$ cat src/dcache_pkg.sv
package dcache_pkg;

  localparam int ADDR_W   = 32;
  localparam int OFFSET_W = 4;   // 16 bytes per line
  localparam int INDEX_W  = 6;   // 64 sets
  localparam int TAG_W    = ADDR_W - INDEX_W - OFFSET_W;
  localparam int LINE_W   = 128;
  localparam int DATA_W   = 64;

  // code is log2 of the access width in bytes
  typedef enum logic [1:0] {
    SIZE_BYTE   = 2'b00,
    SIZE_HALF   = 2'b01,
    SIZE_WORD   = 2'b10,
    SIZE_DOUBLE = 2'b11
  } size_e;

  typedef struct packed {
    logic [TAG_W-1:0]    tag;
    logic [INDEX_W-1:0]  index;
    logic [OFFSET_W-1:0] offset;
  } addr_fields_t;

  // raw word for the memory side, fields for the ways
  typedef union packed {
    logic [ADDR_W-1:0] raw;
    addr_fields_t      f;
  } addr_u;

endpackage

$ cat src/way_select.sv
module way_select
  import dcache_pkg::*;
#(
  parameter int WAYS = 2
) (
  input  logic                        clk,
  input  logic [WAYS-1:0]             hit,
  input  logic [WAYS-1:0][LINE_W-1:0] line,
  input  logic [OFFSET_W-1:0]         offset,
  input  size_e                       size,
  input  logic                        load_unsigned,
  output logic                        any_hit,
  output logic [WAYS-1:0]             hit_way,
  output logic [DATA_W-1:0]           rdata
);

  logic [LINE_W-1:0] hit_line;
  logic [LINE_W-1:0] shifted;
  logic [DATA_W-1:0] field;

  assign any_hit = |hit;
  assign hit_way = hit;   // one-hot, at most one way matches

  always_comb begin
    hit_line = '0;
    for (int w = 0; w < WAYS; w++) begin
      hit_line = hit_line | (line[w] & {LINE_W{hit[w]}});
    end
  end

  assign shifted = hit_line >> {offset, 3'b000};   // field now at bit 0

  always_comb begin
    case (size)
      SIZE_BYTE: begin
        field = load_unsigned ? DATA_W'(shifted[7:0])
                              : {{(DATA_W-8){shifted[7]}}, shifted[7:0]};
      end
      SIZE_HALF: begin
        field = load_unsigned ? DATA_W'(shifted[15:0])
                              : {{(DATA_W-16){shifted[15]}}, shifted[15:0]};
      end
      SIZE_WORD: begin
        field = load_unsigned ? DATA_W'(shifted[31:0])
                              : {{(DATA_W-32){shifted[31]}}, shifted[31:0]};
      end
      default: begin
        field = shifted[DATA_W-1:0];   // double, no extension
      end
    endcase
  end

  // captured in the hit cycle, held while done is up
  always_ff @(posedge clk) begin
    if (any_hit) begin
      rdata <= field;
    end
  end

endmodule
$ cat config.mk
export PLATFORM = sky130hd
export DESIGN_NAME = way_select
export DESIGN_NICKNAME = d
export VERILOG_FILES = /design/src/dcache_pkg.sv /design/src/way_select.sv
export SDC_FILE = /design/constraint.sdc
export NUM_CORES = 1
export LEC_CHECK = 0
export ABC_AREA = 1
export BUFFER_PORTS_ARGS = -buffer_cell sky130_fd_sc_hd__buf_2
export CAP_MARGIN = 20
export CORE_MARGIN = 2
export CORE_UTILIZATION = 35
export DETAILED_ROUTE_END_ITERATION = 10
export MAX_ROUTING_LAYER = met4
export PLACE_DENSITY = 0.6
export SYNTH_ARGS = -nofsm -noshare
export SYNTH_HDL_FRONTEND = slang
export SYNTH_SLANG_ARGS = --single-unit
$ cat constraint.sdc
create_clock -name clk -period 1.9 [get_ports clk]
set_input_delay 0 -clock clk [delete_from_list [all_inputs] [get_ports clk]]
set_output_delay 0 -clock clk [all_outputs]
set_load 0.02 [all_outputs]
### Yosys cells after proc, flatten, opt, wreduce, memory -nomap -nowiden

Cells that the tools add are included.

* bits in registers: 64
* output and inout bits: 67

* eq/ne operators: 2
* shift-type cells: 1
* mux-type cells: 4
* bitwise logic cells: 3
* reduce and logical (&&, ||, !) cells: 2

Operators with widths (number)
* $and 128x128->128: 2
* $mux 64: 3
* $pmux 64 s3: 1
* $or 128x128->128: 1
* $shr 128x7->64: 1
* $eq 2x1->1 const B: 1
* $eq 2x2->1 const B: 1
* $logic_not 2->1: 1
* $reduce_or 2->1: 1

### Logic depth before layout (Yosys ltp)

Gate-level depths: netlist (run 1).

* depth in word-level cells: 5
* depth in mapped cells: 14

### Worst setup path after synthesis (run 1)

Ideal clock, no wire load.

* path type: input to register
* from: in hit[0]
* to: reg rdata[0], enable pin
* arrival time: 1.415 ns
* setup slack: 0.087 ns
* stages on the path: 4
* path through: buf_4 buf_2 buf_2 or2_2

* word-level cells in the longest chain between the ends: 1

RTL lines
* from (decl): line way_select.sv:7 `input logic [WAYS-1:0] hit,`
* $reduce_or 2->1: line way_select.sv:21 `assign any_hit = |hit;`
* via any_hit: line way_select.sv:12 `output logic any_hit,`
* to (signal assigned): line way_select.sv:56 `rdata <= field;`
* to (decl): line way_select.sv:14 `output logic [DATA_W-1:0] rdata`

The timed path passes the listed nets, and every way through them passes these cells.
A chain may end at the register's enable or synchronous reset.

### Worst setup path in the final report (run 1)

* from: in offset[0]
* to: reg rdata[23], data pin

* word-level cells in the longest chain between the ends: 3

RTL lines
* from (decl): line way_select.sv:9 `input logic [OFFSET_W-1:0] offset,`
* $shr 128x7->64 (*): line way_select.sv:31 `assign shifted = hit_line >> {offset, 3'b000};`
* $mux 64 (on tied branches): line way_select.sv:44, way_select.sv:36, way_select.sv:40
* $pmux 64 s3 (*): line way_select.sv:34 `case (size)`
* via field[23]: line way_select.sv:19 `logic [DATA_W-1:0] field;`

Mark *: on every way through the listed nets, which the timed path passes. The rest lies on a longest branch.

==> impl_metrics.json, run 1 <==
{
  "crit_arrival_ns": 1.59,
  "total_power_mw": 6.67,
  "synth_top_area_cell": "nand3_1",
  "start_util": 0.358,
  "worstHoldPathType": "primary input to flip-flop",
  "synth_top_area_frac": 0.363,
  "syn_avg_cell_area_sq_um": 5.69,
  "grt_pass1_vias": 11200,
  "layout-drive-gt1-share": 0.246,
  "worstSetupPathType": "primary input to flip-flop",
  "use_met2": 0.513,
  "top_usage_layer": "met1",
  "clk_path_buf_depth": 2,
  "cts_setup_buffers": 0,
  "root_buffer": "clkbuf_16",
  "synth_area_sq_um": 8440,
  "largest_reg_flops": 64,
  "final.min_clock_period_ns": 1.54,
  "path_cells": "buf_4 > clkinv_2 > buf_12 > nand3_1 > nand3_1 > nand2_1 > nand2_1 > nand3_1 > nand3_2 > nand2_1 > inv_2 > nand2_1",
  "drtIter0Drc": 1653,
  "fp-row-count": 56,
  "hpwlAfterDp_mm": 37.1,
  "final_nets": 2040,
  "vdd_drop_max_mv": 0.431,
  "ant_nets": 0,
  "rsz0062_at_grt": "no",
  "fillers": 2618,
  "synth-edff-count": 64,
  "cp-end-kind": "flip-flop",
  "dieArea_sq_um": 25400,
  "synth-seq-cells": 64,
  "fin_crit_sh": 0.808,
  "tightestPinTransition_ns": 0.627,
  "setup_viol": 0,
  "cpMostUsedCell": "nand2_1",
  "htree_levels": 3,
  "ys.flop_type": "edfxtp_1",
  "io_buffers": 332,
  "syn_inst": 1482,
  "final_hold_viol_count": 0,
  "required_ns": 1.96,
  "grt.overflow.total": 0,
  "core_area_sq_um": 23500,
  "io_pins": 333,
  "via_per_inst": 5.78,
  "synth_nets": 1748,
  "die-height_um": 159,
  "grt_use_total": 0.360,
  "timing.slew.headroom": 0.582,
  "wl_per_cell_um": 21.8,
  "dp_slack_ns": 0.0565,
  "fin_setup_tns_ns": 0,
  "p_per_area_nw_per_um2": 603,
  "path_clk_slew_ns": 0.05,
  "maxClockFrequency_mhz": 651,
  "yosysMostFrequentCell": "nand3_1",
  "grt_start_max_net_pins": 64,
  "drv_slew": 0,
  "clock_sinks": 64,
  "synth_area_leaders": "nand3_1 (36%), nand2_1 (25%), edfxtp_1 (23%), buf_2 (3.7%), nand4_1 (3.6%)",
  "routabilityCongestion": 1.02,
  "grt_pass1_wl_mm": 68.2,
  "outcome": "finished, final reports clean",
  "synth.top_cells.by_count": "nand3_1 (612), nand2_1 (555), edfxtp_1 (64), buf_2 (62), nand4_1 (48)",
  "max_stage_delay_ns": 0.25,
  "use_met1": 0.521,
  "totalWireLength_mm": 45.8,
  "holdWs_ns": 0.224,
  "antenna_found_initial": 1,
  "max_cap_violations": 0,
  "cts_resized": 0,
  "drc": 0,
  "synthArstFlopShare": 0,
  "worst_slack_ns": 0.365,
  "cts_tree": "built",
  "met3_usage": 0.0797,
  "cts_buffers": 9,
  "largestRegisters": "rdata (64)",
  "synth.yosys.warnings": 0,
  "vias": 12100,
  "cts_hold_buffers": 0,
  "syn2layout_area_growth_pct": 31.0,
  "worstPathMaxFanout": 26,
  "synth.distinct_cells": 19,
  "yosysSeqAreaShare": 0.228,
  "slowest_stage": "inv_2",
  "dr.pass1.iters": 6,
  "top_register": "rdata",
  "startpoint_type": "primary input",
  "dieWidth_um": 159,
  "p_leak_nw": 5.78
}
-- worst paths after layout --
kind  startpoint        end  slack, ns  depth (start not counted)
min      size[1]  rdata[18]       0.22                          3
max    offset[0]  rdata[23]       0.36                         12
-- placed cells by master (no fill, tap or decap), types with 2 or more instances in the layout --
cell	instances
o211ai_1	20
inv_1	15
inv_2	4
buf_12	24
clkbuf_16	9
nor2_1	10
nand2_1	555
a21oi_1	5
nand2_2	2
or2_2	2
bufinv_16	2
o21ai_0	4
a22oi_1	7
edfxtp_1	64
buf_4	59
clkinv_2	3
nand3_1	612
buf_2	328
nand4_1	48
-- cell type report --
class	instances	area, sq um	area share
Clock buffer	9	225	0.0204
Antenna cell	1	2.50	0.000226
Timing Repair Buffer	411	2560	0.232
Tap cell	319	399	0.0361
Sequential cell	64	1920	0.174
Multi-Input combinational cell	1267	5780	0.523
Inverter	21	81.3	0.00735
Clock inverter	6	85.1	0.00769
-- logic make-up (layout without fill, tap and decap cells) --
group / after synthesis / after routing / share of synthesized area
other cells: 0 / 1 / 0
simple gates: 1231 / 1231 / 0.655
flops: 64 / 64 / 0.228
compound gates: 36 / 36 / 0.0294
buf+inv: 151 / 447 / 0.0884
-- critical path, delay by kind of cell --
| kind | cells | cell delay [ns] |
|---|---|---|
| buf+inv | 4 | 0.64 |
| simple gates | 8 | 0.94 |
-- where the power goes --
part | internal, mW | switching [mW]
sequential | 1.81 | 0.0724
combinational | 1.03 | 2.03
clock | 1.14 | 0.590
total | 3.98 | 2.69
-- per-stage QoR --
step / util / cells / instance area (sq um)
after global routing: 0.470 / 2098 / 11100
after detailed placement: 0.456 / 2082 / 10700
after CTS: 0.470 / 2097 / 11100
final: 0.470 / 2098 / 11100
after global placement: 0.456 / 2082 / 10700
after floorplan: - / 1482 / 8440
-- metal layers --
metal,wire length [um],part of all wire,up-vias
li1,-,-,5738
met1,20700,0.45,5563
met2,19100,0.42,781
met3,5070,0.11,49
met4,945,0.021,0
met5,0,0,-
No activity file was read; power rests on OpenSTA's default activity.
==> run 2: changes to the inputs <==
==> constraint.sdc (replaced) <==
create_clock -name clk -period 1.55 [get_ports clk]
set_input_delay 0 -clock clk [delete_from_list [all_inputs] [get_ports clk]]
set_output_delay 0 -clock clk [all_outputs]
set_load 0.02 [all_outputs]
==> impl_metrics.json, run 2 (synthesis results as in run 1) <==
{
  "setup_viol": 0,
  "final_cells": 2179,
  "root_buffer": "clkbuf_16",
  "fp-row-count": 56,
  "start_util": 0.358,
  "startpoint_type": "primary input",
  "maxClockFrequency_mhz": 674,
  "wl_per_cell_um": 21.7,
  "crit_arrival_ns": 1.55,
  "antenna_found_initial": 0,
  "worstHoldPathType": "primary input to flip-flop",
  "diodes": 0,
  "cp-end-kind": "flip-flop",
  "cts_tree": "built",
  "dieArea_sq_um": 25400,
  "via_per_inst": 5.77,
  "max_cap_violations": 0,
  "path_clk_slew_ns": 0.05,
  "fillers": 2534,
  "dr.pass1.iters": 6,
  "top_register": "rdata",
  "path_cells": "buf_4 > buf_12 > buf_4 > nand2_1 > nand3_1 > nand3_2 > nand3_1 > nand3_1 > nand2_1 > nand2_1 > nand4_1",
  "required_ns": 1.62,
  "outcome": "finished, final reports clean",
  "wl_met3_mm": 5.15,
  "place_inst": 2160,
  "ant_nets": 0,
  "final_common_cell": "nand3_1",
  "p_per_area_nw_per_um2": 709,
  "io_buffers": 332,
  "wl_met2_mm": 19.7,
  "routabilityCongestion": 1.04,
  "grt_start_max_net_pins": 60,
  "grt.overflow.total": 0,
  "io_pins": 333,
  "dpl_cell_area_sq_um": 11400,
  "fin_setup_tns_ns": 0,
  "final_hold_viol_count": 0,
  "final_nets": 2122,
  "worstSetupPathType": "primary input to flip-flop",
  "rsz0062_at_grt": "no",
  "worstPathMaxFanout": 33,
  "grt_use_total": 0.371,
  "most-common-layout-cells": "nand3_1 (602), nand2_1 (552), buf_2 (328)",
  "dp_slack_ns": -0.278,
  "p_leak_nw": 6.26,
  "cp-startpoint": "hit[0]",
  "grt_pass1_vias": 11300,
  "die-height_um": 159,
  "syn2layout_area_growth_pct": 41.0,
  "fin_util": 0.505,
  "finalInstanceArea_sq_um": 11900,
  "endpoint": "rdata[52]",
  "final.min_clock_period_ns": 1.48,
  "slowest_stage": "buf_4",
  "vdd_drop_max_mv": 0.596,
  "tightestPinTransition_ns": 0.353,
  "htree_levels": 3,
  "vias": 12600,
  "largestRegisters": "rdata (64)",
  "drc": 0,
  "hpwlAfterDp_mm": 38.5,
  "grt_pass1_wl_mm": 70.4,
  "worst_slack_ns": 0.0672,
  "wl_met1_mm": 21.6,
  "layout-drive-gt1-share": 0.285,
  "core_area_sq_um": 23500,
  "cts_buffers": 9,
  "drv_slew": 0,
  "largest_reg_flops": 64,
  "totalWireLength_mm": 47.4,
  "clock_sinks": 64,
  "dieWidth_um": 159,
  "timing.slew.headroom": 0.763,
  "top_layer": "met4",
  "clk_path_buf_depth": 2,
  "max_stage_delay_ns": 0.19,
  "drtIter0Drc": 1986,
  "fin_crit_sh": 0.957
}
==> run 2: cell count changes in the layout (fill, tap and decap cells not counted), moves of 2 or more <==
| cell | change |
|---|---|
| nand3_1 | -10 |
| nand2_1 | -3 |
| clkbuf_16 | +3 |
| buf_12 | +7 |
| nand2_2 | +3 |
| nand3_2 | +10 |
| buf_4 | +69 |
| buf_6 | +2 |
==> run 2: layer usage <==
metal | up-vias | global-route usage
met5 | - | -
met4 | 0 | 0.0645
met3 | 60 | 0.0378
met2 | 859 | 0.527
met1 | 5751 | 0.569
li1 | 5908 | -
==> run 2: timing repair <==
| action | CTS | global route |
|---|---|---|
| setup buffers | 0 | 1 |
| resized for setup | 0 | 24 |
| endpoints found under the setup margin | 0 | 41 |
| hold buffers | 0 | 0 |
==> run 2: layout make-up <==
cell class / instances / area, sq um / share of cell area
clock inverter: 5 / 72.6 / 0.00610
tap: 319 / 399 / 0.0335
clock buffer: 10 / 229 / 0.0192
multi-input combinational: 1267 / 5840 / 0.491
timing repair buffer: 493 / 3350 / 0.281
inverter: 21 / 86.3 / 0.00726
sequential: 64 / 1920 / 0.162
==> run 2: where the power goes <==
part           switching, mW  internal [mW]  total (mW)  leakage (nW)
clock network          0.702           1.38        2.09         0.147
registers             0.0826           2.22        2.30         0.674
logic                   2.59           1.47        4.05          5.44
total                   3.37           5.07        8.44          6.26
==> run 2: critical path: cells and delay by family <==
| family | cells | cell delay (ns) |
|---|---|---|
| AND/OR/NAND/NOR | 8 | 0.97 |
| buffers and inverters | 3 | 0.55 |
==> run 2: how the worst min path moves through the flow <==
stage	start	endpoint	slack, ns	cells past startpoint
5_1_grt	size[1]	rdata[26]	0.27	4
2_1_floorplan	hit[0]	hit_way[0]	0.11	1
3_5_place_dp	hit[0]	hit_way[0]	0.38	2
4_1_cts	size[1]	rdata[26]	0.23	4
6_report	size[1]	rdata[26]	0.24	4
3_3_place_gp	hit[0]	hit_way[0]	0.38	2
==> run 2: through the flow <==
stage	hold slack (ns)	total power, mW
CTS	0.228	8.29
finish	0.236	8.44
floorplan	0.113	4.43
global route	0.274	8.81
detailed placement	0.380	6.22
global placement	0.378	6.22
==> run 3: changes to the inputs <==
--- a/config.mk
+++ b/config.mk
@@ -11,7 +11,6 @@
 export CORE_MARGIN = 2
 export CORE_UTILIZATION = 35
 export DETAILED_ROUTE_END_ITERATION = 10
-export MAX_ROUTING_LAYER = met4
 export PLACE_DENSITY = 0.6
 export SYNTH_ARGS = -nofsm -noshare
 export SYNTH_HDL_FRONTEND = slang
==> impl_metrics.json, run 3 (synthesis results as in run 1) <==
{
  "antenna_found_initial": 0,
  "rsz0062_at_grt": "no",
  "ant_nets": 0,
  "grt_pass1_vias": 11100,
  "diodes": 0,
  "switching_power_mw": 3.39,
  "dr.pass1.iters": 6,
  "power.share.clock": 0.260,
  "path_clk_slew_ns": 0.05,
  "cts_buffers": 9,
  "vias": 12300,
  "dieArea_sq_um": 25400,
  "worstHoldPathType": "primary input to flip-flop",
  "grt_pass1_wl_mm": 68.3,
  "largestRegisters": "rdata (64)",
  "comb_power_share": 0.467,
  "clock_sinks": 64,
  "final_common_cell": "nand3_1",
  "hpwlAfterDp_mm": 38.2,
  "tightestPinTransition_ns": 0.410,
  "timing.slew.headroom": 0.727,
  "internal-power_mw": 5.07,
  "seqPwrFrac": 0.273,
  "required_ns": 1.63,
  "totalWireLength_mm": 45.7,
  "grt.overflow.total": 0,
  "wl_per_cell_um": 21.1,
  "drv_slew": 0,
  "worst_slack_ns": 0.0747,
  "fp-row-count": 56,
  "worstPathMaxFanout": 17,
  "htree_levels": 3,
  "fin_crit_sh": 0.952,
  "die-height_um": 159,
  "clk_path_buf_depth": 2,
  "final.min_clock_period_ns": 1.48,
  "cts_hold_buffers": 0,
  "dieWidth_um": 159,
  "io_pins": 333,
  "final_hold_viol_count": 0,
  "largest_reg_flops": 64,
  "cts_tree": "built",
  "root_buffer": "clkbuf_16",
  "p_sw_frac": 0.401,
  "io_buffers": 332,
  "most-common-layout-cells": "nand3_1 (611), nand2_1 (555), buf_2 (328)",
  "via_per_inst": 5.68,
  "syn2layout_area_growth_pct": 39.1,
  "layout-drive-gt1-share": 0.278,
  "grt_use_total": 0.352,
  "final_nets": 2115,
  "drc": 0,
  "fin_util": 0.499,
  "setup_viol": 0,
  "outcome": "finished, final reports clean",
  "startpoint_type": "primary input",
  "p_per_area_nw_per_um2": 721,
  "core_area_sq_um": 23500,
  "worstSetupPathType": "primary input to flip-flop",
  "vdd_drop_max_mv": 0.724,
  "top_register": "rdata",
  "drtIter0Drc": 1461,
  "p_leak_nw": 6.18,
  "grt_start_max_net_pins": 61,
  "dp_slack_ns": -0.257,
  "cp-end-kind": "flip-flop",
  "crit_arrival_ns": 1.55,
  "routabilityCongestion": 1.04,
  "max_cap_violations": 0,
  "start_util": 0.358,
  "maxClockFrequency_mhz": 678
}
[run 3: cell types whose count changed in the layout (fill, tap and decap cells not counted), sizes merged]
cell	change
clkinv	-1
clkinvlp	+1
buf	-4
clkbuf	-4
inv	+2
[run 3: power by group through the flow]
stage                     sequential (mW)  combinational [mW]  clock (mW)
after floorplan                      2.66                1.77           0
after global placement               2.34                3.87           0
after detailed placement             2.34                3.86           0
after CTS                            2.31                3.87        2.22
after global routing                 2.33                4.26        2.29
final                                2.31                3.96        2.20
[run 3: path summary, 6_finish.rpt]
| kind | startpoint | endpoint | depth (start not counted) |
|---|---|---|---|
| worst min-delay path | line[134] | rdata[6] | 7 |
| worst max-delay path | hit[0] | rdata[9] | 12 |
[run 3: repair_timing]
item / in CTS / in global routing
endpoints found under the setup margin: 0 / 31
resized for setup: 0 / 4
setup buffers: 0 / 0
[run 3: final cells by class]
| type | count | area, sq um |
|---|---|---|
| fill | 2554 | 11800 |
| multi-input combinational | 1267 | 5790 |
| timing repair buffer | 486 | 3220 |
| sequential | 64 | 1920 |
| tap | 319 | 399 |
| clock buffer | 9 | 225 |
| clock inverter | 7 | 103 |
| inverter | 21 | 86.3 |
[run 3: through the flow]
stage	hold WS [ns]	setup TNS [ns]	total power [mW]	std cells	area (sq um)
2_1_floorplan	0.113	0	4.43	1482	8440
3_3_place_gp	0.304	-8.63	6.21	2157	11400
3_5_place_dp	0.306	-9.30	6.20	2157	11400
4_1_cts	0.229	0	8.40	2173	11700
5_1_grt	0.255	0	8.87	2173	11700
6_report	0.242	0	8.47	2173	11700
[run 3: worst max-delay path, cell delays in order]
cell,delay (ns)
buf_4,0.15
buf_12,0.16
buf_12,0.14
nand2_1,0.05
nand2_1,0.12
o211ai_1,0.21
buf_4,0.15
nand3_1,0.09
nand3_1,0.10
nand3_1,0.19
nand2_1,0.13
nand2_1,0.06
[run 3: layer usage]
layer / GRT usage / up-vias / routed length [um]
met5: 0 / - / 0
met4: 0.0731 / 0 / 865
met3: 0.0649 / 35 / 4700
met2: 0.508 / 759 / 19000
met1: 0.542 / 5655 / 21200
li1: - / 5888 / -
