**config.mk**
```make
export PLATFORM = sky130hd
export DESIGN_NAME = miss_ctrl
export DESIGN_NICKNAME = d
export VERILOG_FILES = /design/src/dcache_pkg.sv /design/src/miss_ctrl.sv
export SDC_FILE = /design/constraint.sdc
export NUM_CORES = 1
export LEC_CHECK = 0
export ABC_AREA = 1
export ABC_CLOCK_PERIOD_IN_PS = 4450
export BUFFER_PORTS_ARGS = -buffer_cell sky130_fd_sc_hd__buf_4
export CAP_MARGIN = 20
export CORE_AREA = 2 2 219 221
export DETAILED_ROUTE_END_ITERATION = 7
export DIE_AREA = 0 0 221 223
export HOLD_SLACK_MARGIN = 0.05
export PLACE_DENSITY_LB_ADDON = 0.1
export SYNTH_ARGS = -nofsm -noshare
export SYNTH_HDL_FRONTEND = slang
export SYNTH_SLANG_ARGS = --single-unit
```
**constraint.sdc**
```tcl
create_clock -name clk -period 4.45 [get_ports clk]
set_input_delay 1.1125 -clock clk [delete_from_list [all_inputs] [get_ports clk]]
set_output_delay 1.1125 -clock clk [all_outputs]
set_load 0.005 [all_outputs]
```
**src/dcache_pkg.sv**
```systemverilog
package dcache_pkg;

  localparam int ADDR_W   = 32;
  localparam int OFFSET_W = 4;   // 16 bytes per line
  localparam int INDEX_W  = 6;   // 64 sets
  localparam int TAG_W    = ADDR_W - INDEX_W - OFFSET_W;
  localparam int LINE_W   = 128;
  localparam int DATA_W   = 64;

  // code is log2 of the access width in bytes
  typedef enum logic [1:0] {
    SIZE_BYTE   = 2'b00,
    SIZE_HALF   = 2'b01,
    SIZE_WORD   = 2'b10,
    SIZE_DOUBLE = 2'b11
  } size_e;

  typedef struct packed {
    logic [TAG_W-1:0]    tag;
    logic [INDEX_W-1:0]  index;
    logic [OFFSET_W-1:0] offset;
  } addr_fields_t;

  // raw word for the memory side, fields for the ways
  typedef union packed {
    logic [ADDR_W-1:0] raw;
    addr_fields_t      f;
  } addr_u;

endpackage

```
**src/miss_ctrl.sv**
```systemverilog
module miss_ctrl
  import dcache_pkg::*;
#(
  parameter int WAYS = 2
) (
  input  logic                clk,
  input  logic                rst_n,
  input  logic                req,
  input  logic                we,
  input  addr_u               addr,
  input  size_e               size,
  input  logic [DATA_W-1:0]   wdata,
  input  logic                any_hit,
  input  logic [WAYS-1:0]     hit_way,
  input  logic                mem_valid,
  input  logic [LINE_W-1:0]   mem_line,
  output logic                done,
  output logic                mem_req,
  output logic [ADDR_W-1:0]   mem_addr,
  output logic                mem_we,
  output logic [DATA_W-1:0]   mem_wdata,
  output size_e               mem_size,
  output logic                fill,
  output logic                store,
  output logic [WAYS-1:0]     way_we,
  output logic [INDEX_W-1:0]  index,
  output logic [TAG_W-1:0]    tag,
  output logic [OFFSET_W-1:0] offset,
  output size_e               size_out,
  output logic [DATA_W-1:0]   wdata_out,
  output logic [LINE_W-1:0]   refill_line
);

  localparam int WAY_W = (WAYS > 1) ? $clog2(WAYS) : 1;
  localparam int CNT_W = $clog2(WAYS + 1);
  localparam int SETS  = 2**INDEX_W;

  localparam logic [1:0] ST_IDLE   = 2'd0;
  localparam logic [1:0] ST_LOOKUP = 2'd1;
  localparam logic [1:0] ST_REFILL = 2'd2;

  logic [1:0]       state;
  logic [1:0]       state_nxt;
  logic [CNT_W-1:0] fill_cnt [SETS];   // ways filled so far in each set
  logic [WAY_W-1:0] rr_ptr   [SETS];   // next victim once the set is full
  logic [WAY_W-1:0] victim;
  logic             lookup_hit;

  assign index       = addr.f.index;
  assign tag         = addr.f.tag;
  assign offset      = addr.f.offset;
  assign size_out    = size;
  assign wdata_out   = wdata;
  assign refill_line = mem_line;

  assign lookup_hit = (state == ST_LOOKUP) && any_hit;
  assign mem_req    = (state == ST_REFILL);
  assign fill       = mem_req && mem_valid;   // line arrives this cycle
  assign store      = lookup_hit && we;

  // a set that is not yet full still has an invalid way at fill_cnt
  assign victim = (fill_cnt[index] < CNT_W'(WAYS)) ? WAY_W'(fill_cnt[index])
                                                   : rr_ptr[index];
  assign way_we = fill  ? (WAYS'(1) << victim) :
                  store ? hit_way              : '0;

  // line aligned during refill, byte address for the write-through
  assign mem_addr  = mem_req ? {addr.f.tag, addr.f.index, {OFFSET_W{1'b0}}} : addr.raw;
  assign mem_wdata = wdata;
  assign mem_size  = size;

  always_comb begin
    state_nxt = state;
    case (state)
      ST_IDLE: begin
        if (req && !done) begin   // old request is still up in the done cycle
          state_nxt = ST_LOOKUP;
        end
      end
      ST_LOOKUP: begin
        state_nxt = any_hit ? ST_IDLE : ST_REFILL;
      end
      ST_REFILL: begin
        if (mem_valid) begin
          state_nxt = ST_LOOKUP;   // look again, this time it hits
        end
      end
      default: begin
        state_nxt = ST_IDLE;
      end
    endcase
  end

  always_ff @(posedge clk or negedge rst_n) begin
    if (!rst_n) begin
      state  <= ST_IDLE;
      done   <= 1'b0;
      mem_we <= 1'b0;
    end else begin
      state  <= state_nxt;
      done   <= lookup_hit;
      mem_we <= store;   // write-through goes out with done
    end
  end

  always_ff @(posedge clk or negedge rst_n) begin
    if (!rst_n) begin
      for (int s = 0; s < SETS; s++) begin
        fill_cnt[s] <= '0;
        rr_ptr[s]   <= '0;
      end
    end else if (fill) begin
      if (fill_cnt[index] < CNT_W'(WAYS)) begin
        fill_cnt[index] <= fill_cnt[index] + 1'b1;
      end else if (rr_ptr[index] == WAY_W'(WAYS - 1)) begin
        rr_ptr[index] <= '0;   // wrap
      end else begin
        rr_ptr[index] <= rr_ptr[index] + 1'b1;
      end
    end
  end

endmodule

```
Yosys cells after proc, flatten, opt, wreduce, memory -nomap -nowiden

Index checks and enable logic that the tools add are counted.

Register bits: 196
Input bits: 234
Output and inout port bits: 331
Logic and storage cells: 176

$add $sub $neg: 2
Order comparisons: 3
Equality and inequality tests: 4
Shift-type cells: 1
Muxes and demuxes: 21
Bitwise gates (word level): 4
Reductions and logical operators: 10

Operator list:

| operator              | count |
|---|---|
| $bwmux W128           | 1 |
| $and A64 B64 Y64      | 1 |
| $bwmux W64            | 1 |
| $mux W64              | 1 |
| $not A64 Y64          | 1 |
| $mux W2               | 8 |
| $bmux W2 S6           | 1 |
| $demux W2 S6          | 1 |
| $ge A7 B7 Y1 const B  | 1 |
| $lt A7 B1 Y1 const B  | 1 |
| $not A6 Y7            | 1 |
| $bmux W1 S6           | 1 |
| $demux W1 S6          | 1 |
| $pmux W2 S3           | 1 |
| $reduce_and A2 Y1     | 3 |
| $logic_and A1 B1 Y1   | 5 |
| $mux W1               | 4 |
| $mux W4               | 1 |
| $ne A2 B2 Y1 const B  | 2 |
| $add A2 B1 Y2 const B | 1 |
| $eq A2 B1 Y1 const B  | 1 |
| $eq A2 B2 Y1 const B  | 1 |
| $logic_not A2 Y1      | 1 |
| $lt A2 B2 Y1 const B  | 1 |
| 4 further kinds       | 4 |

Depth between registers and ports, before layout

Gate-level depths: netlist (run 1).

Depth in word-level cells: 8
Depth in mapped cells: 19
Gate-level depth less buffers: 15

Worst setup path after synthesis (run 1)

OpenSTA, ideal clock, no wires.

Path kind: input -> output
Start: input port addr[4] (netlist name)
End: output port way_we[1]
Arrival: 2,700 ps
Data required time: 3,338 ps
Slack: 637 ps
Stages on the path: 14
Path buffers: 6
Cells stage by stage: buf_2 > buf_6 > buf_6 > buf_2 > o211ai_1 > nand2_1 > o21ai_1 > nand2_1 > nor2_1 > nand2_2 > buf_4 > buf_2 > nand2_1 > nand3_1

Word-level cells in the longest chain between the ends: 8
Elaborated cells on any way between the ends: 11
Those cells by class: 1 x order compare; 1 x shift; 8 x mux; 1 x bitwise

Ends and longest elaborated chain:

| what                                       | line                             | text |
|---|---|---|
| start: declaration                         | miss_ctrl.sv:10                  | `input addr_u addr,` |
| $not A6 Y7 (implied by the code) *         | miss_ctrl.sv:62, miss_ctrl.sv:63 |  |
| $bmux W2 S6                                | miss_ctrl.sv:62                  | `assign victim = (fill_cnt[index] < CNT_W'(WAYS)) ? WAY_W'(fill_cnt[index])` |
| $mux W2 (implied by the code) (2 in a row) | miss_ctrl.sv:62                  |  |
| $lt A2 B2 Y1                               | miss_ctrl.sv:62                  |  |
| $mux W1 *                                  | miss_ctrl.sv:62                  |  |
| $shl A1 B1 Y2 *                            | miss_ctrl.sv:64                  | `assign way_we = fill ? (WAYS'(1) << victim) :` |
| $mux W2 *                                  | miss_ctrl.sv:64                  |  |
| end: declaration                           | miss_ctrl.sv:25                  | `output logic [WAYS-1:0] way_we,` |

Mark *: on every way between the ends. The rest lies on a longest branch, timed or not. The select of a mux whose other input is x is not followed.

Final worst setup path (run 1)

Start: input port addr[4] (netlist name)
End: output port way_we[0]

Same word-level chain as after synthesis.

==> impl_metrics.json, run 1 <==
{
  "rsz0062_at_grt": "false",
  "ctsHoldBuffers": 0,
  "routedLengthMet1_um": 22000,
  "synth_top_family_by_area": "simple AND/OR/NAND/NOR gates",
  "max_cap_violations": 0,
  "period_minus_slack_ns": 4.27,
  "grt_overflow_total": 0,
  "skew_ns": 0.0181,
  "max_freq_mhz": 234,
  "internal_power_w": 0.00297,
  "cts_root_buf": "clkbuf_16",
  "ys.warnings.count": 0,
  "worst_pin_slew_ns": 0.956,
  "whs_ns": 0.454,
  "numCtsBuffers": 17,
  "ir_drop_uv": 228,
  "p_leak_nw": 6.58,
  "critical_path_class": "input port to output pin",
  "mostFrequentLayoutCells": "749 x nand2_1, 196 x dfrtp_1, 192 x inv_1",
  "power_frac_comb": 0.190,
  "startpoint": "addr[4]",
  "synthMuxAreaShare": 0,
  "synthesis.nets": 2244,
  "slew_viol_final": 0,
  "grt_usage": 0.205,
  "syn_inst": 2010,
  "relSlewSlack": 0.363,
  "initial_core_util": 0.290,
  "min_period_over_period": 0.959,
  "avgSynthCellArea_um2": 6.81,
  "synth_compound_area_frac": 0.0333,
  "synth_adder_area_share": 0,
  "worst_hold_startpoint": "fill_cnt[55]",
  "placementRows": 80,
  "die_h_um": 223,
  "io_buffers": 44,
  "cts_resized": 0,
  "wl_per_cell_um": 21.9,
  "grt_pass1_vias": 10627,
  "power_frac_seq": 0.432,
  "ant_nets": 0,
  "vias": 10943,
  "clk_path_buf_depth": 2,
  "vias_per_cell": 4.72,
  "p_switching_w": 0.00144,
  "synth-seq-area-share": 0.358,
  "cts-htree-levels": 4,
  "cp-end-kind": "output pin",
  "drcViolationCount": 0,
  "synthXorXnorAreaFrac": 0,
  "clkLatencyLatePin_ns": 0.47,
  "p_per_area_nw_per_um2": 344,
  "grt_pass1_wl_um": 75200,
  "final_common_cell": "nand2_1",
  "routed_wl_um": 50800,
  "grt_max_degree": 172,
  "cp_data_arrival_time_ns": 3.16,
  "fin_ws_ns": 0.181,
  "drtIter0Drc": 736,
  "fp.dieW_um": 221,
  "first_pass_iters": 5,
  "synth_area_um2": 13700,
  "met2_length_um": 22800,
  "clkPwrFrac": 0.378,
  "synth-seq-cells": 196,
  "postCtsSetupRepairBufs": 0,
  "cts_tree": "yes",
  "hpwl_um": 34800,
  "fin_setup_tns_ns": 0,
  "coreArea_um2": 47100,
  "top_layer_used": "met5",
  "hold_violations": 0,
  "r2r-start": "state[0]",
  "final_nets": 1924,
  "drive_above_1_share": 0.0734,
  "die-area_um2": 49300,
  "yosysUniqueCellTypes": 27,
  "status": "complete, no violations",
  "area_delta_synth_final_pct": -6.20,
  "setup_viol": 0,
  "wl_met3_um": 5180,
  "gp_congestion": 0.776,
  "crit_path_start_kind": "input port",
  "cts.clk_slew.worst_paths_ns": 0.08,
  "antenna_cells": 0,
  "worstPathRequired_ns": 3.34,
  "antenna_found_initial": 0,
  "io_pins": 565,
  "cts_sinks": 196,
  "hold_class": "register to register",
  "yosys.area_share.simple": 0.338,
  "pre_cts_slack_ns": 0.195,
  "critPathMaxFanout": 82,
  "switching_share": 0.327
}
critical path: stages:
cell and delay, ns:
buf_4 0.20, buf_12 0.36, o21ai_0 0.30, nand2_1 0.12, nand2_1 0.06, nand2_1 0.05, nand2_1 0.05, nand2_1 0.05
nand2_1 0.06, nor2_1 0.14, nand2_2 0.12, nand2_1 0.07, nand3_1 0.19, nand2_1 0.11, buf_4 0.11
area by class of cell:
| cell class | instances | area, µm² |
|---|---|---|
| Clock buffer | 20 | 447 |
| Clock inverter | 12 | 154 |
| Fill cell | 5269 | 34300 |
| Inverter | 197 | 742 |
| Multi-Input combinational cell | 1194 | 5080 |
| Sequential cell | 196 | 4900 |
| Tap cell | 615 | 769 |
| Timing Repair Buffer | 84 | 738 |
cell usage after synthesis (all sizes together):
library cell	instances	share of area
or2	7	0.0032
o41ai	1	0.00064
nand2	752	0.21
inv	196	0.054
buf	406	0.21
o22ai	1	0.00046
clkinv	1	0.00027
nand4	74	0.034
dfrtp	196	0.36
nor2	92	0.027
nor3	8	0.0029
a21oi	6	0.0022
o211ai	8	0.0044
nand3	174	0.064
clkbuf	17	0.0047
o21ai	70	0.026
nor3b	1	0.00055
flip-flops by register name (all words and copies together) (netlist names):
signal and cells:
done 1, fill_cnt 128, mem_we 1, rr_ptr 64
state 2
path summary, 6_finish.rpt:
path                                end  slack [ns]  cells after the start
max                           way_we[0]        0.18                     15
min                        fill_cnt[55]        0.45                      2
min in group asynchronous  fill_cnt[46]        0.65                      1
max in group asynchronous     rr_ptr[4]        2.82                      2
max reg2reg                  rr_ptr[37]        1.85                      7
min reg2reg                fill_cnt[55]        0.45                      2
cells by family (layout without fill, tap and decap cells):
family | after synthesis | count (layout)
buffers and inverters | 620 | 313
AND/OR/NAND/NOR | 1108 | 1108
AO/OA/AOI/OAI | 86 | 86
flip-flops | 196 | 196
layer usage:
metal,up-vias,global-route usage
met5,-,0.0362
met3,67,0.100
met4,6,0.0433
met2,489,0.313
li1,5255,-
met1,5126,0.259
per-stage QoR:
stage,power (W),util,cells,area (µm²)
after floorplan,0.00268,-,2010,13700
after CTS,0.00449,0.272,2318,12800
final,0.00442,0.272,2318,12800
after global routing,0.00465,0.272,2318,12800
after global placement,0.00280,0.260,2286,12200
after detailed placement,0.00280,0.260,2286,12200
power by group through the flow:
stage               combinational (W)  sequential, W  clock (W)
finish                       0.000840        0.00191    0.00167
global placement             0.000857        0.00194          0
floorplan                    0.000752        0.00193          0
detailed placement           0.000858        0.00194          0
CTS                          0.000859        0.00191    0.00173
global route                 0.000933        0.00192    0.00180
No activity file was read; power rests on OpenSTA's default activity.
==> run 2: changes to the inputs <==
--- a/config.mk
+++ b/config.mk
@@ -5,13 +5,12 @@
 export SDC_FILE = /design/constraint.sdc
 export NUM_CORES = 1
 export LEC_CHECK = 0
-export ABC_AREA = 1
 export ABC_CLOCK_PERIOD_IN_PS = 4450
 export BUFFER_PORTS_ARGS = -buffer_cell sky130_fd_sc_hd__buf_4
 export CAP_MARGIN = 20
-export CORE_AREA = 2 2 219 221
+export CORE_AREA = 2 2 217 219
 export DETAILED_ROUTE_END_ITERATION = 7
-export DIE_AREA = 0 0 221 223
+export DIE_AREA = 0 0 219 221
 export HOLD_SLACK_MARGIN = 0.05
 export PLACE_DENSITY_LB_ADDON = 0.1
 export SYNTH_ARGS = -nofsm -noshare
==> impl_metrics.json, run 2 <==
{
  "ctsHoldBuffers": 0,
  "fin_util": 0.278,
  "critPathMaxFanout": 7,
  "drive_above_1_share": 0.342,
  "hold_violations": 0,
  "relSlewSlack": 0.306,
  "fin_ws_ns": -0.0662,
  "ir_drop_uv": 276,
  "fin_cells": 1626,
  "violations": "setup timing",
  "cp_data_arrival_time_ns": 3.40,
  "gp_congestion": 0.745,
  "cts.clk_slew.worst_paths_ns": 0.07,
  "synth_adder_area_share": 0,
  "busiest_layer": "met2",
  "grt_pass1_vias": 8598,
  "place_inst": 1572,
  "synth-seq-area-share": 0.396,
  "worst_pin_slew_ns": 1.04,
  "setup_viol": 2,
  "grt_pass1_wl_um": 79700,
  "cts_root_buf": "clkbuf_16",
  "critical_path_class": "input port to output pin",
  "wl_per_cell_um": 36.2,
  "status": "finished, violations left",
  "io_pins": 565,
  "placementRows": 79,
  "synth_area_um2": 12400,
  "grt_use_met1": 0.276,
  "crit_path_start_kind": "input port",
  "synth_top_family_by_area": "buffers and inverters",
  "first_pass_iters": 5,
  "ys.warnings.count": 0,
  "drtIter0Drc": 540,
  "final_common_cell": "dfrtp_1",
  "synthTopCellsByArea": "dfrtp_1 40%, buf_4 20%, mux2_2 7.5%, mux2_1 4.6%, a21o_1 3.9%",
  "p_leak_nw": 6.30,
  "vias_per_cell": 5.11,
  "coreArea_um2": 46100,
  "synth-seq-cells": 196,
  "routed_wl_um": 58900,
  "cts_sinks": 196,
  "hpwl_um": 45100,
  "antenna_found_initial": 0,
  "synthMuxAreaShare": 0.159,
  "vias": 8306,
  "whs_ns": 0.448,
  "die-area_um2": 48400,
  "p_per_area_nw_per_um2": 329,
  "synthesis.nets": 1429,
  "synth_most_common_cell": "buf_4",
  "clk_path_buf_depth": 2,
  "cts-htree-levels": 4,
  "hold_class": "register to register",
  "synth_top_area_cell": "dfrtp_1",
  "die_h_um": 221,
  "ant_nets": 0,
  "initial_core_util": 0.269,
  "slew_viol_final": 0,
  "netlist_top_cells_count": "324 x buf_4, 196 x dfrtp_1, 83 x mux2_2, 73 x nand3_1, 65 x a21o_1",
  "max_freq_mhz": 221,
  "avgSynthCellArea_um2": 10.4,
  "period_minus_slack_ns": 4.52,
  "grt_usage": 0.242,
  "synthXorXnorAreaFrac": 0,
  "min_period_over_period": 1.01,
  "largest_registers": "fill_cnt (128), rr_ptr (64), state (2)",
  "numCtsBuffers": 17,
  "mostFrequentLayoutCells": "196 x dfrtp_1, 168 x buf_4, 83 x mux2_2",
  "max_cap_violations": 0,
  "met2_usage": 0.337,
  "grt_max_degree": 90,
  "ys.flop_type": "dfrtp_1",
  "async_reset_ff_frac": 1.00,
  "cts_tree": "yes",
  "cp-end-kind": "output pin",
  "yosys.area_share.simple": 0.117,
  "skew_ns": 0.0235,
  "met3_usage": 0.206,
  "yosysUniqueCellTypes": 58,
  "area_delta_synth_final_pct": 3.23,
  "grt_overflow_total": 0,
  "clkLatencyLatePin_ns": 0.48,
  "synth_top_cell_area_share": 0.396,
  "syn_inst": 1195,
  "drcViolationCount": 0,
  "synth_edf_count": 0,
  "synth_compound_area_frac": 0.100,
  "largest_reg_flops": 128,
  "rsz0062_at_grt": "true",
  "io_buffers": 44,
  "worstPathRequired_ns": 3.34,
  "fp.dieW_um": 219,
  "final_nets": 1241,
  "largest-register": "fill_cnt",
  "antenna_cells": 0
}
run 2: cell types whose count changed after synthesis, moves of 65 or more:
cell,change
a21o_1,+65
inv_1,-188
mux2_2,+83
nand2_1,-707
nand3_1,-101
nand4_1,-73
run 2: critical path, cell delays in order:
cell and delay, ns:
buf_12 0.13, buf_12 0.13, mux2_2 0.33, a221o_1 0.29, a222oi_1 0.41, o22ai_2 0.16, nor4_4 0.28, mux2i_2 0.16
o21ai_1 0.22, buf_4 0.15
run 2: final timing paths:
path | end | slack (ns) | startpoint | cells after the start
min in group asynchronous | rr_ptr[59] | 0.71 | rst_n | 1
worst max register to register | rr_ptr[53] | 1.16 | fill_cnt[29] | 9
worst min-delay path | state[0] | 0.45 | state[0] | 1
worst max-delay path | way_we[0] | -0.07 | addr[6] | 10
max in group asynchronous | fill_cnt[120] | 2.79 | rst_n | 2
worst min register to register | state[0] | 0.45 | state[0] | 1
run 2: layer usage:
layer,wire length (µm),vias to the layer above
met5,334,-
met1,22400,4267
met4,831,6
met3,10900,62
li1,-,3461
met2,24300,510
run 2: layout make-up:
type                    count  area [µm²]
multi-input cells         594        4780
well taps                 607         759
flip-flops and latches    196        4900
inverters                   6        23.8
repair buffers            192        1740
clock inverters            11         153
fillers                  4840       33300
clock buffers              20         437
run 2: through the flow:
stage          power [W]  setup slack [ns]  TNS, ns  area, µm²
2_1_floorplan    0.00248            0.0269        0      12400
3_3_place_gp     0.00257            -0.441    -5.62      11800
3_5_place_dp     0.00257            -0.418    -4.70      11800
4_1_cts          0.00428            -0.112   -0.209      12800
5_1_grt          0.00440            -0.175   -0.337      12800
6_report         0.00421           -0.0662   -0.132      12800
run 2: power breakdown:
group          internal, W  switching, W
clock             0.000886      0.000770
sequential         0.00187     0.0000535
combinational     0.000267      0.000361
run 2: cells by family after synthesis:
kind of cell | Yosys count
flip-flops | 196
multiplexers | 169
AO/OA/AOI/OAI | 159
AND/OR/NAND/NOR | 266
buffers and inverters | 405
run 2: repair_timing:
action,CTS,global route
setup endpoints to repair,2,2
buffers inserted,22,0
cloned,2,0
resized for setup,36,0
pin swaps,13,2
==> run 3: changes to the inputs <==
--- a/config.mk
+++ b/config.mk
@@ -11,8 +11,9 @@
 export CORE_AREA = 2 2 217 219
 export DETAILED_ROUTE_END_ITERATION = 7
 export DIE_AREA = 0 0 219 221
+export GPL_TIMING_DRIVEN = 0
 export HOLD_SLACK_MARGIN = 0.05
-export PLACE_DENSITY_LB_ADDON = 0.1
+export PLACE_DENSITY = 0.55
 export SYNTH_ARGS = -nofsm -noshare
 export SYNTH_HDL_FRONTEND = slang
 export SYNTH_SLANG_ARGS = --single-unit
==> impl_metrics.json, run 3 (synthesized netlist as in run 2, its figures left out) <==
{
  "grt_pass1_wl_um": 88700,
  "worst_hold_startpoint": "state[0]",
  "status": "finished, violations left",
  "numCtsBuffers": 17,
  "reg2reg_depth": 7,
  "cp_data_arrival_time_ns": 3.59,
  "cts.clk_slew.worst_paths_ns": 0.08,
  "worst_pin_slew_ns": 1.09,
  "fp.dieW_um": 219,
  "initial_core_util": 0.269,
  "first_pass_iters": 7,
  "largest-register": "fill_cnt",
  "cts-htree-levels": 4,
  "hold_class": "register to register",
  "p_total_w": 0.00477,
  "fillers": 4637,
  "period_minus_slack_ns": 4.70,
  "reg2reg_slack_ns": 0.98,
  "grt_pass1_vias": 10478,
  "startpoint": "addr[5]",
  "rsz0062_at_grt": "true",
  "worstPathRequired_ns": 3.34,
  "area_delta_synth_final_pct": 39.2,
  "skew_ns": 0.0178,
  "drcViolationCount": 0,
  "slew_viol_final": 0,
  "hold_depth": 1,
  "fin_ws_ns": -0.250,
  "clkLatencyLatePin_ns": 0.45,
  "clk_path_buf_depth": 2,
  "cts_root_buf": "clkbuf_16",
  "cts_sinks": 196,
  "io_buffers": 347,
  "wl_per_cell_um": 29.8,
  "grt_overflow_total": 0,
  "p_leak_nw": 9.12,
  "io_pins": 565,
  "ctsHoldBuffers": 0,
  "mostFrequentLayoutCells": "709 x buf_4, 196 x dfrtp_1, 83 x mux2_2",
  "relSlewSlack": 0.267,
  "largest_reg_flops": 128,
  "crit_path_start_kind": "input port",
  "p_per_area_nw_per_um2": 277,
  "fin_setup_tns_ns": -0.500,
  "ant_nets": 0,
  "max_freq_mhz": 213,
  "grt_max_degree": 119,
  "critical_path_class": "input port to output pin",
  "vias": 11014,
  "cts_tree": "yes",
  "drtIter0Drc": 1088,
  "gp_congestion": 0.995,
  "drive_above_1_share": 0.577,
  "min_period_over_period": 1.06,
  "reg2reg_to": "fill_cnt[90]",
  "whs_endpoint": "state[0]",
  "max_cap_violations": 0,
  "final_nets": 1840,
  "cp-end-kind": "output pin",
  "antenna_found_initial": 10,
  "hpwl_um": 53900,
  "routed_wl_um": 66500,
  "largest_registers": "fill_cnt (128), rr_ptr (64), state (2)",
  "grt_usage": 0.264,
  "ir_drop_uv": 246,
  "die-area_um2": 48400,
  "setup_viol": 2,
  "final_common_cell": "buf_4",
  "die_h_um": 221,
  "r2r-start": "state[0]",
  "placementRows": 79,
  "vias_per_cell": 4.94,
  "hold_violations": 0,
  "critPathMaxFanout": 5,
  "violations": "setup timing",
  "coreArea_um2": 46100
}
run 3: report_power, final:
group	switching (W)	total [W]	internal [W]
Sequential	0.0000529	0.00193	0.00187
Combinational	0.000599	0.00121	0.000615
Clock	0.000805	0.00163	0.000829
run 3: how the worst max path moves through the flow:
| stage | endpoint | slack [ns] | depth (start not counted) |
|---|---|---|---|
| final | way_we[0] | -0.25 | 12 |
| after global routing | way_we[0] | -0.31 | 12 |
| after global placement | way_we[0] | -1.73 | 12 |
| after CTS | way_we[1] | -0.30 | 12 |
| after detailed placement | way_we[0] | -1.60 | 12 |
| after floorplan | way_we[1] | 0.03 | 12 |
run 3: area by class of cell:
cell class | count | area, µm² | area share
clock buffers | 18 | 439 | 0.0254
inverters | 6 | 28.8 | 0.00167
flip-flops and latches | 196 | 4900 | 0.284
well taps | 607 | 759 | 0.0440
repair buffers | 397 | 3090 | 0.179
plain buffers | 394 | 3050 | 0.177
clock inverters | 14 | 179 | 0.0104
multi-input cells | 594 | 4810 | 0.278
diodes | 5 | 12.5 | 0.000725
run 3: through the flow:
| step | instances | setup slack, ns | util | hold slack, ns | instance area, µm² |
|---|---|---|---|---|---|
| 3_5_place_dp | 2155 | -1.60 | 0.344 | 0.433 | 15900 |
| 4_1_cts | 2206 | -0.304 | 0.368 | 0.443 | 17000 |
| 6_report | 2231 | -0.250 | 0.375 | 0.445 | 17300 |
| 5_1_grt | 2228 | -0.315 | 0.375 | 0.469 | 17300 |
| 2_1_floorplan | 1195 | 0.0269 | - | 0.418 | 12400 |
| 3_3_place_gp | 2149 | -1.73 | 0.342 | 0.430 | 15800 |
run 3: layer usage:
layer / vias up / GRT usage / share of wire / wire length [µm]
li1: 4675 / - / - / -
met1: 5688 / 0.385 / 0.46 / 30200
met2: 579 / 0.384 / 0.43 / 28400
met3: 56 / 0.0943 / 0.10 / 6860
met4: 16 / 0.0277 / 0.012 / 816
met5: - / 0 / 0.0018 / 118
run 3: worst max-delay path: stages:
cell and delay, ns:
buf_12 0.11, buf_12 0.13, buf_12 0.13, and3b_2 0.22
a22o_1 0.21, o31ai_4 0.35, nand4_1 0.21, nor4_4 0.39
buf_6 0.16, mux2i_4 0.28, o21ai_2 0.11, buf_4 0.16
run 3: timing repair:
item	in CTS	in global routing
hold endpoints to repair	0	0
endpoints found under the setup margin	3	2
gates resized for setup	85	47
setup buffers	21	21
pin swaps	15	17
gates cloned	2	0
